--- config.mk ---
export PLATFORM = sky130hd
export DESIGN_NAME = bank_arbiter_top
export DESIGN_NICKNAME = d
export VERILOG_FILES = /design/src/design/bank_arb_pkg.sv /design/src/design/bank_arbiter_top.sv /design/src/design/conflict_timers.sv /design/src/design/dual_grant_arb.sv /design/src/design/hazard_check.sv
export SDC_FILE = /design/constraint.sdc
export NUM_CORES = 1
export LEC_CHECK = 0
export BUFFER_PORTS_ARGS = -buffer_cell sky130_fd_sc_hd__buf_2
export CORE_AREA = 5 5 184 186
export CTS_BUF_LIST = sky130_fd_sc_hd__clkbuf_16
export CTS_CLUSTER_SIZE = 16
export DETAILED_ROUTE_END_ITERATION = 6
export DIE_AREA = 0 0 189 191
export GPL_ROUTABILITY_DRIVEN = 0
export PLACE_DENSITY_LB_ADDON = 0.15
export SYNTH_ARGS = -nofsm -noshare
export SYNTH_HDL_FRONTEND = slang
export SYNTH_HIERARCHICAL = 1
export SYNTH_SLANG_ARGS = --single-unit
--- constraint.sdc ---
create_clock -name clk -period 13.8 [get_ports clk]
set_input_delay 3.45 -clock clk [delete_from_list [all_inputs] [get_ports clk]]
set_output_delay 3.45 -clock clk [all_outputs]
set_load 0.1 [all_outputs]
--- src/design/bank_arb_pkg.sv ---
package bank_arb_pkg;

    localparam int unsigned RAM_NUM         = 8;
    localparam int unsigned CHANNEL_NUM     = 2;
    localparam int unsigned WR_REQ_NUM      = 4;  // west, east, south, north
    localparam int unsigned CHANNEL_TIMER_W = 10;
    localparam int unsigned RAM_TIMER_W     = 20;

    localparam int unsigned CHAN_BIT_W = $clog2(CHANNEL_TIMER_W);
    localparam int unsigned RAM_BIT_W  = $clog2(RAM_TIMER_W);

    typedef logic [2:0] ram_id_t;  // {block, channel}
    typedef logic [1:0] block_id_t;
    typedef logic [1:0] dir_id_t;
    typedef logic [7:0] tag_t;

    // bit positions inside the busy timers
    typedef logic [CHAN_BIT_W-1:0] chan_bit_t;
    typedef logic [RAM_BIT_W-1:0]  ram_bit_t;

    // cycles from grant until a read reaches its ram
    localparam ram_bit_t RD_BLOCK_DELAY [4] = '{
        ram_bit_t'(1),
        ram_bit_t'(2),
        ram_bit_t'(3),
        ram_bit_t'(4)
    };

    // cycles from channel entry until a write reaches its ram
    localparam ram_bit_t WR_BLOCK_DELAY [4] = '{
        ram_bit_t'(8),
        ram_bit_t'(7),
        ram_bit_t'(6),
        ram_bit_t'(5)
    };

endpackage

--- src/design/bank_arbiter_top.sv ---
module bank_arbiter_top #(
    parameter int unsigned RD_REQ_NUM     = 5,
    parameter int unsigned WR_DELAY_WEST  = 2,
    parameter int unsigned WR_DELAY_EAST  = 3,
    parameter int unsigned WR_DELAY_SOUTH = 6,
    parameter int unsigned WR_DELAY_NORTH = 4
) (
    input  logic                                                 clk,
    input  logic                                                 rst_n,
    input  logic [RD_REQ_NUM-1:0]                                rd_vld,
    input  bank_arb_pkg::ram_id_t [RD_REQ_NUM-1:0]               rd_ram,
    input  bank_arb_pkg::tag_t [RD_REQ_NUM-1:0]                  rd_tag,
    output logic [RD_REQ_NUM-1:0]                                rd_rdy,
    input  logic [bank_arb_pkg::WR_REQ_NUM-1:0]                  wr_vld,
    input  bank_arb_pkg::ram_id_t [bank_arb_pkg::WR_REQ_NUM-1:0] wr_ram,
    input  bank_arb_pkg::tag_t [bank_arb_pkg::WR_REQ_NUM-1:0]    wr_tag,
    output logic [bank_arb_pkg::WR_REQ_NUM-1:0]                  wr_rdy,
    output logic                                                 grant_vld0,
    output logic                                                 grant_vld1,
    output bank_arb_pkg::ram_id_t                                grant_ram0,
    output bank_arb_pkg::ram_id_t                                grant_ram1,
    output bank_arb_pkg::tag_t                                   grant_tag0,
    output bank_arb_pkg::tag_t                                   grant_tag1,
    output logic                                                 grant_write0,
    output logic                                                 grant_write1,
    input  logic                                                 grant_rdy  // from sram
);

    logic [bank_arb_pkg::RAM_NUM-1:0][bank_arb_pkg::RAM_TIMER_W-1:0]         ram_busy;
    logic [bank_arb_pkg::CHANNEL_NUM-1:0][bank_arb_pkg::CHANNEL_TIMER_W-1:0] chan_busy;
    logic [RD_REQ_NUM-1:0]                                                  rd_ok;
    logic [bank_arb_pkg::WR_REQ_NUM-1:0]                                    wr_ok;
    bank_arb_pkg::dir_id_t                                                  grant_dir0;
    bank_arb_pkg::dir_id_t                                                  grant_dir1;
    logic                                                                   fire0;
    logic                                                                   fire1;

    conflict_timers #(
        .WR_DELAY_WEST  (WR_DELAY_WEST),
        .WR_DELAY_EAST  (WR_DELAY_EAST),
        .WR_DELAY_SOUTH (WR_DELAY_SOUTH),
        .WR_DELAY_NORTH (WR_DELAY_NORTH)
    ) conflict_timers_inst (
        .clk          (clk),
        .rst_n        (rst_n),
        .fire0        (fire0),
        .fire1        (fire1),
        .grant_ram0   (grant_ram0),
        .grant_ram1   (grant_ram1),
        .grant_write0 (grant_write0),
        .grant_write1 (grant_write1),
        .grant_dir0   (grant_dir0),
        .grant_dir1   (grant_dir1),
        .ram_busy     (ram_busy),
        .chan_busy    (chan_busy)
    );

    hazard_check #(
        .RD_REQ_NUM     (RD_REQ_NUM),
        .WR_DELAY_WEST  (WR_DELAY_WEST),
        .WR_DELAY_EAST  (WR_DELAY_EAST),
        .WR_DELAY_SOUTH (WR_DELAY_SOUTH),
        .WR_DELAY_NORTH (WR_DELAY_NORTH)
    ) hazard_check_inst (
        .rd_vld    (rd_vld),
        .rd_ram    (rd_ram),
        .wr_vld    (wr_vld),
        .wr_ram    (wr_ram),
        .ram_busy  (ram_busy),
        .chan_busy (chan_busy),
        .rd_ok     (rd_ok),
        .wr_ok     (wr_ok)
    );

    dual_grant_arb #(
        .RD_REQ_NUM (RD_REQ_NUM)
    ) dual_grant_arb_inst (
        .clk          (clk),
        .rst_n        (rst_n),
        .rd_ok        (rd_ok),
        .wr_ok        (wr_ok),
        .rd_ram       (rd_ram),
        .rd_tag       (rd_tag),
        .wr_ram       (wr_ram),
        .wr_tag       (wr_tag),
        .grant_rdy    (grant_rdy),
        .rd_rdy       (rd_rdy),
        .wr_rdy       (wr_rdy),
        .grant_vld0   (grant_vld0),
        .grant_vld1   (grant_vld1),
        .grant_ram0   (grant_ram0),
        .grant_ram1   (grant_ram1),
        .grant_tag0   (grant_tag0),
        .grant_tag1   (grant_tag1),
        .grant_write0 (grant_write0),
        .grant_write1 (grant_write1),
        .grant_dir0   (grant_dir0),
        .grant_dir1   (grant_dir1),
        .fire0        (fire0),
        .fire1        (fire1)
    );

endmodule

--- src/design/conflict_timers.sv ---
module conflict_timers #(
    parameter int unsigned WR_DELAY_WEST  = 2,
    parameter int unsigned WR_DELAY_EAST  = 3,
    parameter int unsigned WR_DELAY_SOUTH = 6,
    parameter int unsigned WR_DELAY_NORTH = 4
) (
    input  logic                  clk,
    input  logic                  rst_n,
    input  logic                  fire0,
    input  logic                  fire1,
    input  bank_arb_pkg::ram_id_t grant_ram0,
    input  bank_arb_pkg::ram_id_t grant_ram1,
    input  logic                  grant_write0,
    input  logic                  grant_write1,
    input  bank_arb_pkg::dir_id_t grant_dir0,
    input  bank_arb_pkg::dir_id_t grant_dir1,
    output logic [bank_arb_pkg::RAM_NUM-1:0][bank_arb_pkg::RAM_TIMER_W-1:0]         ram_busy,
    output logic [bank_arb_pkg::CHANNEL_NUM-1:0][bank_arb_pkg::CHANNEL_TIMER_W-1:0] chan_busy
);

    // channel entry delay per write direction
    localparam bank_arb_pkg::chan_bit_t WR_DELAY [bank_arb_pkg::WR_REQ_NUM] = '{
        bank_arb_pkg::chan_bit_t'(WR_DELAY_WEST),
        bank_arb_pkg::chan_bit_t'(WR_DELAY_EAST),
        bank_arb_pkg::chan_bit_t'(WR_DELAY_SOUTH),
        bank_arb_pkg::chan_bit_t'(WR_DELAY_NORTH)
    };

    logic [1:0]                                                             slot_set;
    bank_arb_pkg::ram_id_t [1:0]                                            slot_ram;
    bank_arb_pkg::dir_id_t [1:0]                                            slot_dir;
    logic [bank_arb_pkg::RAM_NUM-1:0][bank_arb_pkg::RAM_TIMER_W-1:0]         ram_set;
    logic [bank_arb_pkg::CHANNEL_NUM-1:0][bank_arb_pkg::CHANNEL_TIMER_W-1:0] chan_set;

    assign slot_set = {fire1 & grant_write1, fire0 & grant_write0};  // reads leave no mark
    assign slot_ram = {grant_ram1, grant_ram0};
    assign slot_dir = {grant_dir1, grant_dir0};

    // future occupation marks of this cycle's accepted writes
    always_comb begin
        bank_arb_pkg::block_id_t blk;
        bank_arb_pkg::ram_bit_t  ram_bit;
        ram_set  = '0;
        chan_set = '0;
        for (int s = 0; s < 2; s++) begin
            blk     = slot_ram[s][2:1];
            ram_bit = bank_arb_pkg::ram_bit_t'(WR_DELAY[slot_dir[s]])
                      + bank_arb_pkg::WR_BLOCK_DELAY[blk];
            if (slot_set[s]) begin
                chan_set[slot_ram[s][0]][WR_DELAY[slot_dir[s]]] = 1'b1;
                ram_set[slot_ram[s]][ram_bit]                   = 1'b1;
            end
        end
    end

    always_ff @(posedge clk or negedge rst_n) begin
        if (!rst_n) begin
            ram_busy  <= '0;
            chan_busy <= '0;
        end else begin
            for (int i = 0; i < bank_arb_pkg::RAM_NUM; i++) begin
                ram_busy[i] <= (ram_busy[i] >> 1) | ram_set[i];  // one cycle closer
            end
            for (int c = 0; c < bank_arb_pkg::CHANNEL_NUM; c++) begin
                chan_busy[c] <= (chan_busy[c] >> 1) | chan_set[c];
            end
        end
    end

endmodule

--- src/design/dual_grant_arb.sv ---
module dual_grant_arb #(
    parameter int unsigned RD_REQ_NUM = 5
) (
    input  logic                                                 clk,
    input  logic                                                 rst_n,
    input  logic [RD_REQ_NUM-1:0]                                rd_ok,
    input  logic [bank_arb_pkg::WR_REQ_NUM-1:0]                  wr_ok,
    input  bank_arb_pkg::ram_id_t [RD_REQ_NUM-1:0]               rd_ram,
    input  bank_arb_pkg::tag_t [RD_REQ_NUM-1:0]                  rd_tag,
    input  bank_arb_pkg::ram_id_t [bank_arb_pkg::WR_REQ_NUM-1:0] wr_ram,
    input  bank_arb_pkg::tag_t [bank_arb_pkg::WR_REQ_NUM-1:0]    wr_tag,
    input  logic                                                 grant_rdy,
    output logic [RD_REQ_NUM-1:0]                                rd_rdy,
    output logic [bank_arb_pkg::WR_REQ_NUM-1:0]                  wr_rdy,
    output logic                                                 grant_vld0,
    output logic                                                 grant_vld1,
    output bank_arb_pkg::ram_id_t                                grant_ram0,
    output bank_arb_pkg::ram_id_t                                grant_ram1,
    output bank_arb_pkg::tag_t                                   grant_tag0,
    output bank_arb_pkg::tag_t                                   grant_tag1,
    output logic                                                 grant_write0,
    output logic                                                 grant_write1,
    output bank_arb_pkg::dir_id_t                                grant_dir0,
    output bank_arb_pkg::dir_id_t                                grant_dir1,
    output logic                                                 fire0,
    output logic                                                 fire1
);

    localparam int unsigned REQ_NUM = RD_REQ_NUM + bank_arb_pkg::WR_REQ_NUM;
    localparam int unsigned PTR_W   = $clog2(REQ_NUM);

    typedef logic [PTR_W-1:0] req_idx_t;

    logic [REQ_NUM-1:0]                  req_ok;
    logic [REQ_NUM-1:0]                  req_rdy;
    bank_arb_pkg::ram_id_t [REQ_NUM-1:0] req_ram;
    bank_arb_pkg::tag_t [REQ_NUM-1:0]    req_tag;
    req_idx_t                            ptr;
    req_idx_t                            ptr_next;
    req_idx_t                            win0;
    req_idx_t                            win1;
    req_idx_t                            last_win;
    logic                                found0;
    logic                                found1;

    assign req_ok  = {wr_ok, rd_ok};  // reads first, then writes
    assign req_ram = {wr_ram, rd_ram};
    assign req_tag = {wr_tag, rd_tag};

    // cyclic search from the pointer, first two hits win
    always_comb begin
        int unsigned pos;
        req_idx_t    idx;
        found0 = 1'b0;
        found1 = 1'b0;
        win0   = '0;
        win1   = '0;
        for (int unsigned k = 0; k < REQ_NUM; k++) begin
            pos = ptr + k;
            if (pos >= REQ_NUM) begin
                pos = pos - REQ_NUM;
            end
            idx = req_idx_t'(pos);
            if (req_ok[idx]) begin
                if (!found0) begin
                    found0 = 1'b1;
                    win0   = idx;
                end else if (!found1) begin
                    found1 = 1'b1;
                    win1   = idx;
                end
            end
        end
    end

    assign last_win = found1 ? win1 : win0;
    assign ptr_next = (last_win == req_idx_t'(REQ_NUM - 1)) ? '0 : last_win + 1'b1;

    always_ff @(posedge clk or negedge rst_n) begin
        if (!rst_n) begin
            ptr <= '0;
        end else if (grant_rdy && found0) begin
            ptr <= ptr_next;  // holds under back-pressure
        end
    end

    assign grant_vld0   = found0;
    assign grant_vld1   = found1;
    assign fire0        = found0 & grant_rdy;
    assign fire1        = found1 & grant_rdy;
    assign grant_ram0   = req_ram[win0];
    assign grant_ram1   = req_ram[win1];
    assign grant_tag0   = req_tag[win0];
    assign grant_tag1   = req_tag[win1];
    assign grant_write0 = (win0 >= req_idx_t'(RD_REQ_NUM));
    assign grant_write1 = (win1 >= req_idx_t'(RD_REQ_NUM));
    assign grant_dir0   = grant_write0 ?
                          bank_arb_pkg::dir_id_t'(win0 - req_idx_t'(RD_REQ_NUM)) : '0;
    assign grant_dir1   = grant_write1 ?
                          bank_arb_pkg::dir_id_t'(win1 - req_idx_t'(RD_REQ_NUM)) : '0;

    always_comb begin
        req_rdy = '0;
        if (fire0) begin
            req_rdy[win0] = 1'b1;
        end
        if (fire1) begin
            req_rdy[win1] = 1'b1;
        end
    end

    assign {wr_rdy, rd_rdy} = req_rdy;

endmodule

--- src/design/hazard_check.sv ---
module hazard_check #(
    parameter int unsigned RD_REQ_NUM     = 5,
    parameter int unsigned WR_DELAY_WEST  = 2,
    parameter int unsigned WR_DELAY_EAST  = 3,
    parameter int unsigned WR_DELAY_SOUTH = 6,
    parameter int unsigned WR_DELAY_NORTH = 4
) (
    input  logic [RD_REQ_NUM-1:0]                                rd_vld,
    input  bank_arb_pkg::ram_id_t [RD_REQ_NUM-1:0]               rd_ram,
    input  logic [bank_arb_pkg::WR_REQ_NUM-1:0]                  wr_vld,
    input  bank_arb_pkg::ram_id_t [bank_arb_pkg::WR_REQ_NUM-1:0] wr_ram,
    input  logic [bank_arb_pkg::RAM_NUM-1:0][bank_arb_pkg::RAM_TIMER_W-1:0]         ram_busy,
    input  logic [bank_arb_pkg::CHANNEL_NUM-1:0][bank_arb_pkg::CHANNEL_TIMER_W-1:0] chan_busy,
    output logic [RD_REQ_NUM-1:0]                                rd_ok,
    output logic [bank_arb_pkg::WR_REQ_NUM-1:0]                  wr_ok
);

    // channel entry delay per write direction
    localparam bank_arb_pkg::chan_bit_t WR_DELAY [bank_arb_pkg::WR_REQ_NUM] = '{
        bank_arb_pkg::chan_bit_t'(WR_DELAY_WEST),
        bank_arb_pkg::chan_bit_t'(WR_DELAY_EAST),
        bank_arb_pkg::chan_bit_t'(WR_DELAY_SOUTH),
        bank_arb_pkg::chan_bit_t'(WR_DELAY_NORTH)
    };

    for (genvar i = 0; i < RD_REQ_NUM; i++) begin : g_rd
        bank_arb_pkg::block_id_t blk;
        logic                    chan_free;
        logic                    ram_free;

        assign blk       = rd_ram[i][2:1];
        assign chan_free = ~chan_busy[rd_ram[i][0]][0];  // read is on the channel at once
        assign ram_free  = ~ram_busy[rd_ram[i]][bank_arb_pkg::RD_BLOCK_DELAY[blk]];
        assign rd_ok[i]  = rd_vld[i] & chan_free & ram_free;
    end

    // port index is the direction, so the channel slot is fixed per port
    for (genvar j = 0; j < bank_arb_pkg::WR_REQ_NUM; j++) begin : g_wr
        bank_arb_pkg::block_id_t blk;
        bank_arb_pkg::ram_bit_t  ram_bit;
        logic                    chan_free;
        logic                    ram_free;

        assign blk       = wr_ram[j][2:1];
        assign ram_bit   = bank_arb_pkg::ram_bit_t'(WR_DELAY[j])
                           + bank_arb_pkg::WR_BLOCK_DELAY[blk];
        assign chan_free = ~chan_busy[wr_ram[j][0]][WR_DELAY[j]];
        assign ram_free  = ~ram_busy[wr_ram[j]][ram_bit];
        assign wr_ok[j]  = wr_vld[j] & chan_free & ram_free;
    end

endmodule

-- After elaboration in Yosys (flattened, before gate mapping)
Index checks and enable logic that the tools add are counted.
- input port bits: 111
- memories kept: 0
- flip-flop bits (word level): 184
- latch bits: 0
- output and inout bits: 35
- logic and storage cells: 418
- RAM bits: 0
- bits in read-only memories: 0
- bitwise logic cells: 66
- shift operators: 0
- divide/modulo/power cells: 0
- add/sub/neg operators: 26
- $mul: 0
- reduce and logical (&&, ||, !) cells: 11
- equality and inequality tests: 1
- muxes and demuxes: 223
- $lt $le $gt $ge: 80
- operators with widths (operator ; number):
    20-bit binary-select mux with 3-bit select ; 9
    160-bit two-way mux ; 2
    20-bit two-way mux ; 13
    4-bit two-way mux ; 57
    160-bit OR ; 1
    19-bit by 20-bit OR with 20-bit output ; 8
    20-bit demux with 3-bit select ; 2
    5-bit two-way mux ; 24
    5-bit binary-select mux with 2-bit select ; 11
    5-bit by 6-bit less-than comparator with 1-bit output (second input constant) ; 11
    4-bit by 5-bit less-than comparator with 1-bit output (second input constant) ; 13
    8-bit binary-select mux with 4-bit select ; 2
    1-bit two-way mux ; 59
    1-bit binary-select mux with 5-bit select ; 9
    3-bit by 4-bit less-than comparator with 1-bit output (second input constant) ; 11
    5-bit by 4-bit greater-or-equal comparator with 1-bit output (second input constant) ; 8
    3-bit greater-or-equal comparator (second input constant) ; 13
    2-bit inverter with 3-bit output ; 13
    1-bit binary-select mux with 4-bit select ; 9
    4-bit subtractor (second input constant) ; 9
    3-bit binary-select mux with 4-bit select ; 2
    1-bit AND ; 22
    1-bit by 2-bit less-than comparator with 1-bit output (second input constant) ; 11
    4-bit by 3-bit adder with 5-bit output (second input constant) ; 4
    other kinds (30) ; 84

-- Longest topological paths before layout
- word-level depth: 51
- gate-level depth with buffers: 41
- gate-level depth less buffers: 33

-- Hierarchy
The synthesis kept the hierarchy.
- modules (own cells, without submodules) (module ; seq. area each (um^2) ; cells each ; area an instance (um^2) ; times used):
    conflict_timers ; 4404.2 ; 608 ; 7659.8 ; 1
    dual_grant_arb ; 100.1 ; 924 ; 6592.6 ; 1
    hazard_check ; 0.0 ; 442 ; 4620.7 ; 1

-- Worst setup path before layout
No wires, ideal clock.
- kind: input to output
- start point: in rd_ram[1] in the netlist's numbering
- end point: out wr_rdy[0] in the netlist's numbering
- arrival time: 11.764 ns
- cell stages on the path: 23
- path buffers: 6
- data required time: 10.350 ns
- path slack: -1.414 ns
- path through: clkbuf_1 inv_1 ha_1 nor2_1 buf_1 mux4_2 mux4_2 o2111a_1 a311oi_1 clkbuf_1 mux4_2 mux2i_1 nor3b_1 or3_1 clkbuf_1 clkbuf_1 a21oi_1 nor3_2 or2_0 clkbuf_1 and2_1 nand2_1 o32ai_1
- elaborated cells between the ends (all ways): 108
- those cells by class: order compare: 4; mux: 96; bitwise: 6; reduce/logical: 2
- RTL lines (what ; RTL line ; text):
    start: declaration ; bank_arbiter_top.sv:11 ; input bank_arb_pkg::ram_id_t [RD_REQ_NUM-1:0] rd_ram,
    2-bit inverter with 3-bit output (not written as such) ; hazard_check.sv:33 ; assign ram_free = ~ram_busy[rd_ram[i]][bank_arb_pkg::RD_BLOCK_DELAY[blk]];
    5-bit binary-select mux with 2-bit select ; hazard_check.sv:33 ;
    5-bit two-way mux (not written as such) (2 in a row) ; hazard_check.sv:33 ;
    1-bit binary-select mux with 5-bit select * ; hazard_check.sv:33 ;
    1-bit two-way mux (not written as such) * ; hazard_check.sv:33 ;
    1-bit inverter * ; hazard_check.sv:33 ;
    1-bit AND * ; hazard_check.sv:34 ; assign rd_ok[i] = rd_vld[i] & chan_free & ram_free;
    net rd_ok[0] ; bank_arbiter_top.sv:31 ; logic [RD_REQ_NUM-1:0] rd_ok;
    (+15 left out) ; -- ;
    1-bit two-way mux ; dual_grant_arb.sv:65 ; if (!found0) begin
    1-bit two-way mux ; dual_grant_arb.sv:64 ; if (req_ok[idx]) begin
    1-bit two-way mux ; dual_grant_arb.sv:65 ;
    1-bit two-way mux * ; dual_grant_arb.sv:64 ;
    net grant_vld1 ; bank_arbiter_top.sv:19 ; output logic grant_vld1,
    1-bit AND * ; dual_grant_arb.sv:90 ; assign fire1 = found1 & grant_rdy;
    net fire1 ; bank_arbiter_top.sv:36 ; logic fire1;
    9-bit two-way mux * ; dual_grant_arb.sv:107 ; if (fire1) begin
    end: declaration ; bank_arbiter_top.sv:17 ; output logic [bank_arb_pkg::WR_REQ_NUM-1:0] wr_rdy,
Mark *: on every way through the listed nets, which the timed path passes. The rest lies on a longest branch. The select of a mux whose other input is x is not followed.

-- Worst setup path after layout
- start point: in rd_ram[13] in the netlist's numbering
- end point: out grant_write1
- word-level cells in the longest chain between the ends: 35
- elaborated cells between the ends (all ways): 74
- those cells by class: order compare: 1; mux: 70; bitwise: 3
- ends and longest elaborated chain (what ; RTL line ; text):
    2-bit inverter with 3-bit output (not written as such) ; hazard_check.sv:33 ;
    5-bit binary-select mux with 2-bit select ; hazard_check.sv:33 ;
    5-bit two-way mux (not written as such) (2 in a row) ; hazard_check.sv:33 ;
    1-bit binary-select mux with 5-bit select * ; hazard_check.sv:33 ;
    1-bit two-way mux (not written as such) * ; hazard_check.sv:33 ;
    1-bit inverter * ; hazard_check.sv:33 ;
    1-bit AND * ; hazard_check.sv:34 ;
    net rd_ok[4] ; bank_arbiter_top.sv:31 ;
    (+19 left out) ; -- ;
    4-bit two-way mux ; dual_grant_arb.sv:64 ;
    4-bit two-way mux ; dual_grant_arb.sv:68 ; end else if (!found1) begin
    4-bit two-way mux ; dual_grant_arb.sv:65 ;
    4-bit two-way mux ; dual_grant_arb.sv:64 ;
    4-bit two-way mux ; dual_grant_arb.sv:68 ;
    4-bit two-way mux ; dual_grant_arb.sv:65 ;
    4-bit two-way mux * ; dual_grant_arb.sv:64 ;
    4-bit by 3-bit greater-or-equal comparator with 1-bit output * ; dual_grant_arb.sv:96 ; assign grant_write1 = (win1 >= req_idx_t'(RD_REQ_NUM));
    end: declaration ; bank_arbiter_top.sv:25 ; output logic grant_write1,
Marked as above.

==> results.yml <==
outcome:
  outcome: "finished clean"
die:
  die_w_um: 189
  die_height_um: 191
  start_util_pct: 58.7
  die_area_um2: 36100
  core_area_um2: 32100
  io_pins: 146
  rows: 66
drt:
  drt_first_pass_iters: 6
  num_vias: 19200
  drtIter0Drc: 2642
  wl_per_cell_um: 29.0
  post-route-drc-count: 0
  viasPerCell: 7.80
  drt_wl_total_mm: 71.2
  ant_nets: 0
synthesis:
  syn_area_um2: 18800
  yosys_warnings: 6
  synth_cells: 1970
  syn_avg_cell_area_um2: 9.57
placed_design:
  portBuffers: 145
  hpwlAfterDp_mm: 53.1
grt:
  grt_overflow: 0
  grt_pass1_wl_mm: 108
  grt_pass1_vias: 18100
  grt_usage_pct: 38.1
  globalRoute.busiestLayer: "met2"
  grt.met2_usage_pct: 58.2
  use_met1_pct: 51.2
  grt_max_degree: 105
  met3_usage_pct: 7.82
  antenna_found_initial: 1
timing:
  tightestPinTransition_ns: 1.21
  finalMaxSlewViolations: 0
  holdWs_ns: 0.359
  fin_crit_sh_pct: 97.5
  hold_violations: 0
  max_freq_mhz: 74.3
  fin_crit_ns: 13.46
  setup_violations: 0
  rsz0062_at_grt: "false"
  maxSlewHeadroom_pct: 19.1
  finClkSkew_ns: 0.0109
critical_path:
  crit_start: "rd_ram[13]"
  cp_max_fo: 38
  worstPathRequired_ns: 10.35
  path_cells: "buf_2 > inv_1 > ha_1 > nor2_1 > buf_4 > nor2_1 > a221o_1 > a31oi_1 > a311oi_2 > buf_4 > mux4_2 > mux2_2 > and3_1 > nor3_1 > nand3_1 > a2111oi_0 > nor3_2 > a21o_1 > a22oi_2 > buf_12 > nand2_1 > a21oi_1 > inv_1 > buf_2"
  end_kind: "output port"
  start_kind: "primary input"
  worstReg2RegStart: "dual_grant_arb_inst/ptr[0]"
  cpMaxStageDelayCell: "a2111oi_0"
  path_class: "primary input to output port"
  crit_buf_inv: 7
  cpPeakStageDelay_ns: 0.73
  crit_family: "compound AO/OA/AOI/OAI gates"
  cp.arrival_ns: 10.01
layout:
  seq_area_um2: 4510
  nFillCells: 2580
  multi_input_area_um2: 13500
  drive_gt1_share_pct: 20.8
  finalNetCount: 2219
  area_growth_pct: 11.2
clocking:
  cts_buffer_depth: 2
  cts_tree: "done"
  cts_setup_buffers: 0
  cts_root_buf: "clkbuf_16"
  cts_buffers: 17
  cts_max_level: 4
  clk_pin_slew_ns: 0.07
  cts_sinks: 180
  insertion_delay_ns: 0.44
hold_path:
  hold_path.class: "flop to flop"
  min_from: "conflict_timers_inst/chan_busy[11]"
run:
  maxCapViolCount: 0
-- path summary, 6_finish.rpt --
path                                                           end  cells past startpoint  slack, ns
max in group asynchronous               dual_grant_arb_inst/ptr[0]                      2       9.11
worst min-delay path            conflict_timers_inst/chan_busy[10]                      0       0.36
worst max register to register  conflict_timers_inst/ram_busy[121]                     27       3.79
worst max-delay path                                  grant_write1                     24       0.34
min in group asynchronous        conflict_timers_inst/ram_busy[99]                      1       3.09
worst min register to register  conflict_timers_inst/chan_busy[10]                      0       0.36
-- layout by cell type (no fill, tap or decap), types with 11 or more instances in the layout --
| master | instances |
|---|---|
| mux4_2 | 88 |
| nand4_1 | 19 |
| or3_1 | 16 |
| and2_1 | 14 |
| ha_1 | 70 |
| o221ai_2 | 12 |
| nand3_1 | 42 |
| mux2_2 | 24 |
| buf_2 | 114 |
| o21ai_0 | 51 |
| a31oi_1 | 23 |
| mux2i_1 | 185 |
| a221oi_1 | 18 |
| o221ai_1 | 12 |
| nand4b_1 | 13 |
| buf_4 | 50 |
| a32o_1 | 11 |
| nor2b_1 | 22 |
| a22o_1 | 22 |
| xnor2_1 | 19 |
| dfrtp_1 | 179 |
| o22ai_1 | 22 |
| clkbuf_16 | 17 |
| a21oi_1 | 64 |
| nand2b_1 | 32 |
| inv_1 | 62 |
| o21a_1 | 19 |
| buf_12 | 33 |
| nand2_1 | 130 |
| nor2_1 | 140 |
| nor3_1 | 51 |
| o211ai_1 | 16 |
| a211oi_1 | 14 |
| a221o_1 | 153 |
| nor3b_1 | 11 |
| and3_1 | 21 |
-- metrics by stage --
| stage | setup TNS, ns | instances | utilization, % | worst slack, ns | area, um2 |
|---|---|---|---|---|---|
| floorplan | -0.885 | 1971 | - | -0.442 | 19000 |
| CTS | 0 | 2457 | 65.2 | 0.479 | 20900 |
| global placement | 0 | 2425 | 63.3 | 0.641 | 20300 |
| finish | 0 | 2458 | 65.2 | 0.338 | 20900 |
| detailed placement | 0 | 2425 | 63.3 | 0.508 | 20300 |
| global route | 0 | 2457 | 65.2 | 0.0293 | 20900 |
-- final cells by class --
class | count | area share (%)
antenna | 1 | 0.0119
clock buffer | 17 | 2.03
clock inverter | 15 | 0.771
inverter | 66 | 1.19
multi-input combinational | 1573 | 64.3
sequential | 180 | 21.5
tap | 408 | 2.44
timing repair buffer | 198 | 7.72
-- per-layer routing --
layer	wire (um)	up-vias
li1	-	8034
met1	26400	9249
met2	31400	1557
met3	8660	325
met4	4780	2
met5	13	-
-- sequential cells by signal, indices dropped and copies added (netlist names) --
register and cells:
conflict_timers_inst/ram_busy 160, conflict_timers_inst/chan_busy 16, dual_grant_arb_inst/ptr 4
-- timing repair --
item,4_1_cts,5_1_grt
setup endpoints to repair,0,4
endpoints found under the hold margin,0,0
hold buffers,0,0
gates resized for setup,0,3
Power is not shown: default switching activity piles up to over one toggle a cycle in this logic, so the estimate is an artifact.
